<file path="src/design/cache_cfg.svh">
// cache front end configuration
// address, line and index widths and the region nibbles

`ifndef CACHE_CFG_SVH
`define CACHE_CFG_SVH

`define CACHE_ADDR_W 32
`define CACHE_LINE_W 128
`define CACHE_IDX_W 4
`define CACHE_OFS_W 4
`define CACHE_TAG_W (`CACHE_ADDR_W - `CACHE_IDX_W - `CACHE_OFS_W)

// top address nibble of each region
`define CACHE_RGN_PERI_A 4'h1
`define CACHE_RGN_PERI_B 4'h2
`define CACHE_RGN_FLASH 4'h3

`endif

</file>
<file path="src/design/cache_pkg.sv">
// cache front end types
// vector typedefs and state enums shared by the RTL

`include "cache_cfg.svh"

package cache_pkg;

  typedef logic [`CACHE_ADDR_W-1:0] addr_t;
  typedef logic [`CACHE_LINE_W-1:0] line_t;
  typedef logic [63:0]              dword_t;
  typedef logic [31:0]              inst_t;
  typedef logic [`CACHE_TAG_W-1:0]  tag_t;
  typedef logic [`CACHE_IDX_W-1:0]  idx_t;
  // byte count minus one
  typedef logic [2:0]               size_t;

  typedef enum logic [1:0] {CORE_IDLE, CORE_LOOKUP, CORE_FILL} core_state_e;
  typedef enum logic {NC_IDLE, NC_BUSY} nc_state_e;
  typedef enum logic [1:0] {OWN_NONE, OWN_FETCH, OWN_DATA} owner_e;
  typedef enum logic [1:0] {GNT_NONE, GNT_DCACHE, GNT_NOCACHE, GNT_ICACHE} grant_e;

endpackage

</file>
<file path="src/design/cache_route.sv">
// request router
// region decode, uncached path ownership, store invalidate and fence.i

`include "cache_cfg.svh"

module cache_route (
  input  logic              clk,
  input  logic              i_arst_n,
  input  logic              i_icache_req,
  input  cache_pkg::addr_t  i_icache_addr,
  output logic              o_icache_ack,
  output cache_pkg::inst_t  o_icache_rdata,
  input  logic              i_dcache_req,
  input  cache_pkg::addr_t  i_dcache_addr,
  input  logic              i_dcache_op,
  input  cache_pkg::size_t  i_dcache_bytes,
  input  cache_pkg::dword_t i_dcache_wdata,
  output logic              o_dcache_ack,
  output cache_pkg::dword_t o_dcache_rdata,
  input  logic              i_fencei_req,
  output logic              o_fencei_ack,
  output logic              o_ic_req,
  output cache_pkg::addr_t  o_ic_addr,
  input  logic              i_ic_ack,
  input  cache_pkg::line_t  i_ic_rdata,
  input  logic              i_ic_busy,
  output logic              o_dc_req,
  output cache_pkg::addr_t  o_dc_addr,
  input  logic              i_dc_ack,
  input  cache_pkg::line_t  i_dc_rdata,
  input  logic              i_dc_busy,
  output logic              o_nc_req,
  output cache_pkg::addr_t  o_nc_addr,
  output logic              o_nc_op,
  output cache_pkg::size_t  o_nc_bytes,
  output cache_pkg::dword_t o_nc_wdata,
  input  logic              i_nc_ack,
  input  cache_pkg::dword_t i_nc_rdata,
  output logic              o_inval,
  output cache_pkg::addr_t  o_inval_addr,
  output logic              o_flush
);

  import cache_pkg::*;

  logic   i_cached, d_cached, f_nc, d_nc, fence_ack_q;
  owner_e owner_q, owner;
  dword_t ic_dword, fetch_dword;

  // main memory and flash are cached, peripherals and holes are not
  assign i_cached = i_icache_addr[31] || (i_icache_addr[31:28] == `CACHE_RGN_FLASH);
  assign d_cached = i_dcache_addr[31] || (i_dcache_addr[31:28] == `CACHE_RGN_FLASH);

  assign o_ic_req  = i_icache_req && i_cached;
  assign o_ic_addr = i_icache_addr;
  assign o_dc_req  = i_dcache_req && d_cached && !i_dcache_op;
  assign o_dc_addr = i_dcache_addr;

  ////////////////////////////////////////////////////////////
  // uncached path, data side wins
  assign f_nc = i_icache_req && !i_cached;
  assign d_nc = i_dcache_req && !(d_cached && !i_dcache_op);

  always_comb begin
    if (owner_q != OWN_NONE) owner = owner_q;
    else if (d_nc) owner = OWN_DATA;
    else if (f_nc) owner = OWN_FETCH;
    else owner = OWN_NONE;
  end

  always_ff @(posedge clk or negedge i_arst_n) begin
    if (!i_arst_n) begin
      owner_q <= OWN_NONE;
    end else begin
      owner_q <= i_nc_ack ? OWN_NONE : owner;
    end
  end

  assign o_nc_req   = owner != OWN_NONE;
  assign o_nc_addr  = (owner == OWN_FETCH) ? i_icache_addr : i_dcache_addr;
  assign o_nc_op    = (owner == OWN_DATA) && i_dcache_op;
  assign o_nc_bytes = (owner == OWN_FETCH) ? 3'd3 : i_dcache_bytes;
  assign o_nc_wdata = (owner == OWN_DATA) ? i_dcache_wdata : '0;

  ////////////////////////////////////////////////////////////
  // responses
  assign o_icache_ack = i_ic_ack || (i_nc_ack && owner_q == OWN_FETCH);
  assign o_dcache_ack = i_dc_ack || (i_nc_ack && owner_q == OWN_DATA);

  assign ic_dword    = i_icache_addr[3] ? i_ic_rdata[127:64] : i_ic_rdata[63:0];
  assign fetch_dword = (owner_q == OWN_FETCH) ? i_nc_rdata : ic_dword;
  assign o_icache_rdata = i_icache_addr[2] ? fetch_dword[63:32] : fetch_dword[31:0];

  always_comb begin
    if (owner_q == OWN_DATA) o_dcache_rdata = i_nc_rdata;
    else if (i_dcache_addr[3]) o_dcache_rdata = i_dc_rdata[127:64];
    else o_dcache_rdata = i_dc_rdata[63:0];
  end

  // completed store drops the line in both caches
  assign o_inval      = i_nc_ack && (owner_q == OWN_DATA) && i_dcache_op;
  assign o_inval_addr = i_dcache_addr;

  ////////////////////////////////////////////////////////////
  // fence.i, flush once both cores are idle, ack next cycle
  assign o_flush = i_fencei_req && !fence_ack_q && !i_ic_busy && !i_dc_busy;

  always_ff @(posedge clk or negedge i_arst_n) begin
    if (!i_arst_n) begin
      fence_ack_q <= 1'b0;
    end else begin
      fence_ack_q <= o_flush;
    end
  end

  assign o_fencei_ack = fence_ack_q;

  a_nc_owner: assert property (@(posedge clk) disable iff (!i_arst_n)
    i_nc_ack |-> owner_q != OWN_NONE);

endmodule

</file>
<file path="src/design/cache_core.sv">
// direct-mapped read cache
// lookup, line fill over the memory bus, invalidate port and flush

`include "cache_cfg.svh"

module cache_core (
  input  logic             clk,
  input  logic             i_arst_n,
  input  logic             i_req,
  input  cache_pkg::addr_t i_addr,
  output logic             o_ack,
  output cache_pkg::line_t o_rdata,
  output logic             o_busy,
  input  logic             i_inval,
  input  cache_pkg::addr_t i_inval_addr,
  input  logic             i_flush,
  output logic             o_bus_req,
  output cache_pkg::addr_t o_bus_addr,
  input  logic             i_bus_ready,
  input  cache_pkg::line_t i_bus_rdata
);

  import cache_pkg::*;

  localparam int LINES = 1 << `CACHE_IDX_W;

  core_state_e      state_q, state_d;
  logic [LINES-1:0] valid_q;
  tag_t             tag_q [LINES];
  line_t            data_q [LINES];
  tag_t             req_tag, inval_tag;
  idx_t             req_idx, inval_idx;
  logic             hit, inval_hit, fill_done, fill_kill, kill_q, filled_q;

  assign inval_tag = i_inval_addr[`CACHE_ADDR_W-1 -: `CACHE_TAG_W];
  assign inval_idx = i_inval_addr[`CACHE_OFS_W +: `CACHE_IDX_W];
  assign inval_hit = i_inval && valid_q[inval_idx] && (tag_q[inval_idx] == inval_tag);

  // request latched when accepted
  always_ff @(posedge clk) begin
    if (state_q == CORE_IDLE && i_req) begin
      req_tag <= i_addr[`CACHE_ADDR_W-1 -: `CACHE_TAG_W];
      req_idx <= i_addr[`CACHE_OFS_W +: `CACHE_IDX_W];
    end
  end

  assign hit        = valid_q[req_idx] && (tag_q[req_idx] == req_tag);
  assign o_ack      = (state_q == CORE_LOOKUP) && (hit || filled_q);
  assign o_rdata    = data_q[req_idx];
  assign o_busy     = state_q != CORE_IDLE;
  assign o_bus_req  = state_q == CORE_FILL;
  assign o_bus_addr = {req_tag, req_idx, {`CACHE_OFS_W{1'b0}}};

  assign fill_done = o_bus_req && i_bus_ready;
  // line still goes back to the requester, only its valid bit is lost
  assign fill_kill = kill_q || i_flush || (i_inval && inval_idx == req_idx);

  ////////////////////////////////////////////////////////////
  // FSM
  always_comb begin
    state_d = state_q;
    case (state_q)
      CORE_IDLE:   if (i_req) state_d = CORE_LOOKUP;
      CORE_LOOKUP: state_d = o_ack ? CORE_IDLE : CORE_FILL;
      CORE_FILL:   if (i_bus_ready) state_d = CORE_LOOKUP;
      default:     state_d = CORE_IDLE;
    endcase
  end

  always_ff @(posedge clk or negedge i_arst_n) begin
    if (!i_arst_n) begin
      state_q  <= CORE_IDLE;
      kill_q   <= 1'b0;
      filled_q <= 1'b0;
    end else begin
      state_q  <= state_d;
      kill_q   <= o_bus_req && !fill_done && fill_kill;
      filled_q <= fill_done;
    end
  end

  ////////////////////////////////////////////////////////////
  // arrays
  always_ff @(posedge clk or negedge i_arst_n) begin
    if (!i_arst_n) begin
      valid_q <= '0;
    end else if (i_flush) begin
      valid_q <= '0;
    end else begin
      if (fill_done) valid_q[req_idx] <= !fill_kill;
      if (inval_hit) valid_q[inval_idx] <= 1'b0;
    end
  end

  always_ff @(posedge clk) begin
    if (fill_done) begin
      tag_q[req_idx]  <= req_tag;
      data_q[req_idx] <= i_bus_rdata;
    end
  end

  a_ack_req: assert property (@(posedge clk) disable iff (!i_arst_n)
    o_ack |-> i_req);

  // flush only reaches an idle core
  a_flush_idle: assert property (@(posedge clk) disable iff (!i_arst_n)
    i_flush |-> !o_busy);

endmodule

</file>
<file path="src/design/cache_nocache.sv">
// uncached access engine
// one bus transfer per access, peripheral reads and all stores

module cache_nocache (
  input  logic              clk,
  input  logic              i_arst_n,
  input  logic              i_req,
  input  cache_pkg::addr_t  i_addr,
  input  logic              i_op,
  input  cache_pkg::size_t  i_bytes,
  input  cache_pkg::dword_t i_wdata,
  output logic              o_ack,
  output cache_pkg::dword_t o_rdata,
  output logic              o_bus_req,
  output logic              o_bus_op,
  output cache_pkg::addr_t  o_bus_addr,
  output cache_pkg::dword_t o_bus_wdata,
  output cache_pkg::size_t  o_bus_size,
  input  logic              i_bus_ready,
  input  cache_pkg::line_t  i_bus_rdata
);

  import cache_pkg::*;

  nc_state_e state_q;
  addr_t     addr_q;
  logic      op_q;
  size_t     size_q;
  dword_t    wdata_q;

  always_ff @(posedge clk or negedge i_arst_n) begin
    if (!i_arst_n) begin
      state_q <= NC_IDLE;
    end else if (state_q == NC_IDLE) begin
      if (i_req) state_q <= NC_BUSY;
    end else if (i_bus_ready) begin
      state_q <= NC_IDLE;
    end
  end

  always_ff @(posedge clk) begin
    if (state_q == NC_IDLE && i_req) begin
      addr_q  <= i_addr;
      op_q    <= i_op;
      size_q  <= i_bytes;
      wdata_q <= i_wdata;
    end
  end

  assign o_bus_req   = state_q == NC_BUSY;
  assign o_bus_op    = op_q;
  assign o_bus_addr  = addr_q;
  assign o_bus_wdata = wdata_q;
  assign o_bus_size  = size_q;

  // ack on the handshake itself
  assign o_ack   = o_bus_req && i_bus_ready;
  assign o_rdata = addr_q[3] ? i_bus_rdata[127:64] : i_bus_rdata[63:0];

endmodule

</file>
<file path="src/design/cache_bus_arb.sv">
// memory bus arbiter
// fixed priority dcache, uncached, icache; grant held until ready

module cache_bus_arb (
  input  logic              clk,
  input  logic              i_arst_n,
  input  logic              i_dc_req,
  input  cache_pkg::addr_t  i_dc_addr,
  output logic              o_dc_ready,
  output cache_pkg::line_t  o_dc_rdata,
  input  logic              i_nc_req,
  input  logic              i_nc_op,
  input  cache_pkg::addr_t  i_nc_addr,
  input  cache_pkg::dword_t i_nc_wdata,
  input  cache_pkg::size_t  i_nc_size,
  output logic              o_nc_ready,
  output cache_pkg::line_t  o_nc_rdata,
  input  logic              i_ic_req,
  input  cache_pkg::addr_t  i_ic_addr,
  output logic              o_ic_ready,
  output cache_pkg::line_t  o_ic_rdata,
  output logic              o_bus_valid,
  output logic              o_bus_op,
  output cache_pkg::addr_t  o_bus_addr,
  output cache_pkg::dword_t o_bus_wdata,
  output cache_pkg::size_t  o_bus_size,
  output logic              o_bus_line,
  input  logic              i_bus_ready,
  input  cache_pkg::line_t  i_bus_rdata
);

  import cache_pkg::*;

  grant_e gnt_q, gnt;

  always_comb begin
    if (gnt_q != GNT_NONE) gnt = gnt_q;
    else if (i_dc_req) gnt = GNT_DCACHE;
    else if (i_nc_req) gnt = GNT_NOCACHE;
    else if (i_ic_req) gnt = GNT_ICACHE;
    else gnt = GNT_NONE;
  end

  // lock until handshake
  always_ff @(posedge clk or negedge i_arst_n) begin
    if (!i_arst_n) begin
      gnt_q <= GNT_NONE;
    end else begin
      gnt_q <= (o_bus_valid && !i_bus_ready) ? gnt : GNT_NONE;
    end
  end

  assign o_bus_valid = gnt != GNT_NONE;
  assign o_bus_line  = (gnt == GNT_DCACHE) || (gnt == GNT_ICACHE);
  assign o_bus_op    = (gnt == GNT_NOCACHE) && i_nc_op;
  assign o_bus_wdata = (gnt == GNT_NOCACHE) ? i_nc_wdata : '0;
  assign o_bus_size  = (gnt == GNT_NOCACHE) ? i_nc_size : '0;

  always_comb begin
    case (gnt)
      GNT_DCACHE:  o_bus_addr = i_dc_addr;
      GNT_NOCACHE: o_bus_addr = i_nc_addr;
      GNT_ICACHE:  o_bus_addr = i_ic_addr;
      default:     o_bus_addr = '0;
    endcase
  end

  ////////////////////////////////////////////////////////////
  // responses go to the granted client only
  assign o_dc_ready = i_bus_ready && (gnt == GNT_DCACHE);
  assign o_nc_ready = i_bus_ready && (gnt == GNT_NOCACHE);
  assign o_ic_ready = i_bus_ready && (gnt == GNT_ICACHE);
  assign o_dc_rdata = (gnt == GNT_DCACHE) ? i_bus_rdata : '0;
  assign o_nc_rdata = (gnt == GNT_NOCACHE) ? i_bus_rdata : '0;
  assign o_ic_rdata = (gnt == GNT_ICACHE) ? i_bus_rdata : '0;

  a_bus_stable: assert property (@(posedge clk) disable iff (!i_arst_n)
    o_bus_valid && !i_bus_ready |=> o_bus_valid &&
      $stable({o_bus_op, o_bus_addr, o_bus_wdata, o_bus_size, o_bus_line}));

endmodule

</file>
<file path="src/design/cache.sv">
// memory-side front end
// router, instruction and data caches, uncached engine, bus arbiter

module cache (
  input  logic              clk,
  input  logic              i_arst_n,
  input  logic              i_icache_req,
  input  cache_pkg::addr_t  i_icache_addr,
  output logic              o_icache_ack,
  output cache_pkg::inst_t  o_icache_rdata,
  input  logic              i_dcache_req,
  input  cache_pkg::addr_t  i_dcache_addr,
  input  logic              i_dcache_op,
  input  cache_pkg::size_t  i_dcache_bytes,
  input  cache_pkg::dword_t i_dcache_wdata,
  output logic              o_dcache_ack,
  output cache_pkg::dword_t o_dcache_rdata,
  input  logic              i_fencei_req,
  output logic              o_fencei_ack,
  output logic              o_bus_valid,
  output logic              o_bus_op,
  output cache_pkg::addr_t  o_bus_addr,
  output cache_pkg::dword_t o_bus_wdata,
  output cache_pkg::size_t  o_bus_size,
  output logic              o_bus_line,
  input  logic              i_bus_ready,
  input  cache_pkg::line_t  i_bus_rdata
);

  import cache_pkg::*;

  logic   ic_req, ic_ack, ic_busy, ic_bus_req, ic_bus_ready;
  addr_t  ic_addr, ic_bus_addr;
  line_t  ic_rdata, ic_bus_rdata;
  logic   dc_req, dc_ack, dc_busy, dc_bus_req, dc_bus_ready;
  addr_t  dc_addr, dc_bus_addr;
  line_t  dc_rdata, dc_bus_rdata;
  logic   nc_req, nc_op, nc_ack, nc_bus_req, nc_bus_op, nc_bus_ready;
  addr_t  nc_addr, nc_bus_addr;
  size_t  nc_bytes, nc_bus_size;
  dword_t nc_wdata, nc_rdata, nc_bus_wdata;
  line_t  nc_bus_rdata;
  logic   inval, flush;
  addr_t  inval_addr;

  ////////////////////////////////////////////////////////////
  // input side
  cache_route u_route (
    .clk            (clk),
    .i_arst_n       (i_arst_n),
    .i_icache_req   (i_icache_req),
    .i_icache_addr  (i_icache_addr),
    .o_icache_ack   (o_icache_ack),
    .o_icache_rdata (o_icache_rdata),
    .i_dcache_req   (i_dcache_req),
    .i_dcache_addr  (i_dcache_addr),
    .i_dcache_op    (i_dcache_op),
    .i_dcache_bytes (i_dcache_bytes),
    .i_dcache_wdata (i_dcache_wdata),
    .o_dcache_ack   (o_dcache_ack),
    .o_dcache_rdata (o_dcache_rdata),
    .i_fencei_req   (i_fencei_req),
    .o_fencei_ack   (o_fencei_ack),
    .o_ic_req       (ic_req),
    .o_ic_addr      (ic_addr),
    .i_ic_ack       (ic_ack),
    .i_ic_rdata     (ic_rdata),
    .i_ic_busy      (ic_busy),
    .o_dc_req       (dc_req),
    .o_dc_addr      (dc_addr),
    .i_dc_ack       (dc_ack),
    .i_dc_rdata     (dc_rdata),
    .i_dc_busy      (dc_busy),
    .o_nc_req       (nc_req),
    .o_nc_addr      (nc_addr),
    .o_nc_op        (nc_op),
    .o_nc_bytes     (nc_bytes),
    .o_nc_wdata     (nc_wdata),
    .i_nc_ack       (nc_ack),
    .i_nc_rdata     (nc_rdata),
    .o_inval        (inval),
    .o_inval_addr   (inval_addr),
    .o_flush        (flush)
  );

  cache_core u_icache (
    .clk          (clk),
    .i_arst_n     (i_arst_n),
    .i_req        (ic_req),
    .i_addr       (ic_addr),
    .o_ack        (ic_ack),
    .o_rdata      (ic_rdata),
    .o_busy       (ic_busy),
    .i_inval      (inval),
    .i_inval_addr (inval_addr),
    .i_flush      (flush),
    .o_bus_req    (ic_bus_req),
    .o_bus_addr   (ic_bus_addr),
    .i_bus_ready  (ic_bus_ready),
    .i_bus_rdata  (ic_bus_rdata)
  );

  cache_core u_dcache (
    .clk          (clk),
    .i_arst_n     (i_arst_n),
    .i_req        (dc_req),
    .i_addr       (dc_addr),
    .o_ack        (dc_ack),
    .o_rdata      (dc_rdata),
    .o_busy       (dc_busy),
    .i_inval      (inval),
    .i_inval_addr (inval_addr),
    .i_flush      (flush),
    .o_bus_req    (dc_bus_req),
    .o_bus_addr   (dc_bus_addr),
    .i_bus_ready  (dc_bus_ready),
    .i_bus_rdata  (dc_bus_rdata)
  );

  cache_nocache u_nocache (
    .clk         (clk),
    .i_arst_n    (i_arst_n),
    .i_req       (nc_req),
    .i_addr      (nc_addr),
    .i_op        (nc_op),
    .i_bytes     (nc_bytes),
    .i_wdata     (nc_wdata),
    .o_ack       (nc_ack),
    .o_rdata     (nc_rdata),
    .o_bus_req   (nc_bus_req),
    .o_bus_op    (nc_bus_op),
    .o_bus_addr  (nc_bus_addr),
    .o_bus_wdata (nc_bus_wdata),
    .o_bus_size  (nc_bus_size),
    .i_bus_ready (nc_bus_ready),
    .i_bus_rdata (nc_bus_rdata)
  );

  ////////////////////////////////////////////////////////////
  // output side
  cache_bus_arb u_bus_arb (
    .clk         (clk),
    .i_arst_n    (i_arst_n),
    .i_dc_req    (dc_bus_req),
    .i_dc_addr   (dc_bus_addr),
    .o_dc_ready  (dc_bus_ready),
    .o_dc_rdata  (dc_bus_rdata),
    .i_nc_req    (nc_bus_req),
    .i_nc_op     (nc_bus_op),
    .i_nc_addr   (nc_bus_addr),
    .i_nc_wdata  (nc_bus_wdata),
    .i_nc_size   (nc_bus_size),
    .o_nc_ready  (nc_bus_ready),
    .o_nc_rdata  (nc_bus_rdata),
    .i_ic_req    (ic_bus_req),
    .i_ic_addr   (ic_bus_addr),
    .o_ic_ready  (ic_bus_ready),
    .o_ic_rdata  (ic_bus_rdata),
    .o_bus_valid (o_bus_valid),
    .o_bus_op    (o_bus_op),
    .o_bus_addr  (o_bus_addr),
    .o_bus_wdata (o_bus_wdata),
    .o_bus_size  (o_bus_size),
    .o_bus_line  (o_bus_line),
    .i_bus_ready (i_bus_ready),
    .i_bus_rdata (i_bus_rdata)
  );

endmodule

</file>
<file path="config.mk">
export PLATFORM = sky130hd
export DESIGN_NAME = cache
export DESIGN_NICKNAME = d
export VERILOG_FILES = /design/src/design/cache_pkg.sv /design/src/design/cache_route.sv /design/src/design/cache_core.sv /design/src/design/cache_nocache.sv /design/src/design/cache_bus_arb.sv /design/src/design/cache.sv
export VERILOG_INCLUDE_DIRS = /design/src /design/src/design
export SDC_FILE = /design/constraint.sdc
export NUM_CORES = 2
export LEC_CHECK = 0
export BUFFER_PORTS_ARGS = -buffer_cell sky130_fd_sc_hd__buf_4
export CAP_MARGIN = 10
export CORE_MARGIN = 2
export CORE_UTILIZATION = 40
export CTS_CLUSTER_SIZE = 16
export DETAILED_ROUTE_END_ITERATION = 6
export PLACE_DENSITY = 0.6
export SLEW_MARGIN = 20
export SYNTH_ARGS = -nofsm -noshare
export SYNTH_HDL_FRONTEND = slang
export SYNTH_MEMORY_MAX_BITS = 65536
export SYNTH_SLANG_ARGS = --single-unit
</file>
<file path="constraint.sdc">
create_clock -name clk -period 20 [get_ports clk]
set_input_delay 4 -clock clk [delete_from_list [all_inputs] [get_ports clk]]
set_output_delay 4 -clock clk [all_outputs]
set_load 0.1 [all_outputs]
</file>
==> results.md <==
* GPL Wtd Cong at 0.894
* Initial core utilization at 40.2%
* Hold slack at 0.635 ns
* PD cells at 129 nW/um2
* Syn. warnings at 0
* Initial DRC Count at 13,529
* Critical path peak fanout at 70
* Layout Nets at 10,328
* Routed wire length at around 600,000 um
* Synth Register Bits at 5,074
* Total power at 30.2 mW
* Slew Limit Fails at 0
* Final Hold Fails at 0
* Via/cell ratio at between 6 and 7
* Switching part of the total power at around 33%
* Fin area at 235,000 um2
* Top-count cell post-synth: edfxtp_1
* IO Port Bufs at 466
* Clk pwr share at 31.9%
* Area leader, netlist: edfxtp_1
* Outcome: finished, final reports clean
* Post-detailed-route DRC marker count at 0
* Ys flop type: edfxtp_1
* Worst min-delay path class: flip-flop to flip-flop
* Overflow after GRT at 0
* Worst-path clk slew at 0.06 ns
* TritonCTS clock tree: done
* WL per Instance at 35.6 um
* Most common cell on crit path: buf_4
* Synth Cell Area at 206,000 um2
* Lkg Pwr at 75.4 nW
* Post-Syn Instances at around 9,400
* Startpoint Class: flip-flop
* Sink Count at about 5,100
* Post-CTS Repair Setup Buffers at 0
* Ratio of cells with drive above 1 in the final layout at 30.9%
* Worst endpoint required time at 16.00 ns
* Die width at ~720 um
* Critical-path top delay cell: buf_4
* Number of flops mapped to enable cells by yosys at between 5,000 and 6,000
* Multi-input gate area at 51,700 um2
* Area Growth Syn to Fin at 13.9%
* DR pass1 iterations at 6
* Core area at approximately 510,000 um2
* Measured slew at the worst slew-check pin at 1.38 ns
* First-pass GRT wire length at 845,000 um
* Area fraction of the dominant cell type after synthesis at 73.0%
* Filler cells at 42,416
* Commonest cells in the netlist: edfxtp_1 (5,020), mux4_2 (1,643), and2_1 (404)
* Crit Path Class: flip-flop to primary output
* Max Fclk at 0.0846 GHz
* Post-layout min period at 11.82 ns
* Reg area at 152,000 um2
* TritonCTS Buffers at approximately 530
* Antenna violations before repair at 62
* H-tree depth at 6
* # IOs at roughly 470
* Worst path bufs/invs at 5
* Post-Syn Area per Cell at 21.9 um2
* GRT Total Usage at 23.0%
* Hold_buf cts at 0
* Worst setup EP type: primary output
* Worst Clk Skew at 0.0677 ns
* Final setup fails at 0
* Routed via count at 105,855
* Maxcap violations at 0
* Utilization after layout at 45.8%
* Clk buf depth at 4
* RSZ-0062 raised after global routing: no
* Crit path DAT at 7.82 ns
* Final HPWL DP at roughly 350,000 um
* Combinational share of power at 25.7%
* Post-route setup TNS at 0 ns
* Detail Route Antenna Nets at 0
* Seq/Total Area, Yosys at about three quarters
* Clock latency on the worst-skew pair at about 1.1 ns
* Root Buffer: clkbuf_16
* Peak supply drop at 0.313 mV
* Row count at 263
* Distinct cells, synth at 86
* Area contributors post-synth: edfxtp_1 (73%), mux4_2 (18%), mux2i_1 (1.7%), and2_1 (1.2%), clkbuf_1 (0.60%)
* Pint at 20.2 mW
* Die height at ~720 um
* P_sw at 10.0 mW
* Placement Cell Area at 218,000 um2
* Die area at 522,000 um2
* Top delay family on crit path: buffers and inverters
* Resize count post-CTS at 0
* Period utilization at 59.1%
* Syn nets at approximately 9,700
* Largest net degree at the start of global routing at 142
* Worst rel slew slack at under 10%
* CP max stage delay at 0.90 ns
* Cell Chain, Critical Path: buf_4, buf_4, buf_4, buf_4, mux4_2, mux4_2, mux4_2, nand2_1, o21ai_0, buf_4
* Power share of the sequential group at 42.3%
* Vias in the first global route at 106,092
* Ys async rst share at 0.907%
final timing paths:
| path | startpoint | end | slack [ns] | cells after the start |
|---|---|---|---|---|
| max reg2reg | u_icache.state_q[0] | u_icache.data_q[1][33] | 13.64 | 9 |
| min reg2reg | u_nocache.o_bus_req | u_nocache.o_bus_req | 0.63 | 2 |
| min | u_nocache.o_bus_req | u_nocache.o_bus_req | 0.63 | 2 |
| min in group asynchronous | i_arst_n | u_route.owner_q[0] | 3.00 | 1 |
| max in group asynchronous | i_arst_n | u_dcache.filled_q | 16.53 | 1 |
| max | flip-flop | o_icache_rdata[2] | 8.18 | 10 |
per-stage QoR:
| step | instances | setup slack, ns |
|---|---|---|
| after floorplan | 9420 | 3.03 |
| after global placement | 16281 | 8.32 |
| after detailed placement | 16282 | 8.32 |
| after CTS | 17222 | 8.01 |
| after global routing | 17230 | 7.80 |
| final | 17286 | 8.18 |
layer usage:
layer  share of wire, %  track usage [%]  vias to the layer above
li1                   -                -                    41196
met1                 39             31.1                    57859
met2                 48             37.4                     5745
met3                9.3             4.93                     1029
met4                3.6             7.58                       26
met5              0.025                0                        -
flip-flops by register name, indices dropped and copies added (netlist names), 2 cells and up, named ones only:
register,flops
u_dcache.tag_q,384
u_icache.tag_q,384
u_icache.data_q,2048
u_dcache.state_q,2
u_route.owner_q,2
u_dcache.valid_q,16
u_icache.state_q,2
u_nocache.o_bus_size,3
u_dcache.req_idx,4
u_nocache.o_bus_wdata,64
u_nocache.o_bus_addr,32
u_dcache.data_q,2048
u_dcache.req_tag,24
u_icache.valid_q,16
u_icache.req_idx,4
u_icache.req_tag,24
u_bus_arb.gnt_q,2
layout make-up:
class | count | share of cell area [%]
clock inverter | 288 | 1.12
clock buffer | 652 | 6.02
multi-input combinational | 3711 | 22.0
antenna | 62 | 0.0660
sequential | 5074 | 64.7
tap | 6757 | 3.60
inverter | 49 | 0.107
timing repair buffer | 693 | 2.39
worst reg2reg max path: stages (launching register included):
cell,delay [ns]
dfrtp_1,0.40
nand2b_1,0.27
a211oi_1,0.74
o221ai_1,0.35
nor4b_1,0.86
nand2_1,0.36
inv_8,0.58
buf_4,0.88
buf_4,0.82
buf_4,0.76
power groups by stage:
stage                     logic, mW  clock network [mW]  registers, mW
after floorplan                5.17                   0           12.9
after global placement         7.64                   0           13.0
after detailed placement       7.74                   0           13.0
after CTS                      7.76                9.79           12.8
after global routing           8.04                10.2           12.8
final                          7.78                9.65           12.8
layout by cell type (no fill, tap or decap), types with 106 or more instances in the layout:
cell / synthesis / layout
nand2_1: 273 / 272
and2_1: 404 / 400
buf_4: 34 / 654
mux4_2: 1643 / 1643
o21ai_0: 146 / 136
edfxtp_1: 5020 / 5020
clkbuf_16: 0 / 550
nor2_1: 129 / 106
mux2i_1: 345 / 345
clkinv_1: 1 / 113
kinds of logic after synthesis:
kind of cell	share of synthesized area, %
DFF	73.7
muxes	20.4
and+or+nand+nor	2.70
buffers and inverters	1.40
AOI/OAI and AO/OA	1.36
xor gates and xnor gates	0.475
No activity file was read; power rests on OpenSTA's default activity.
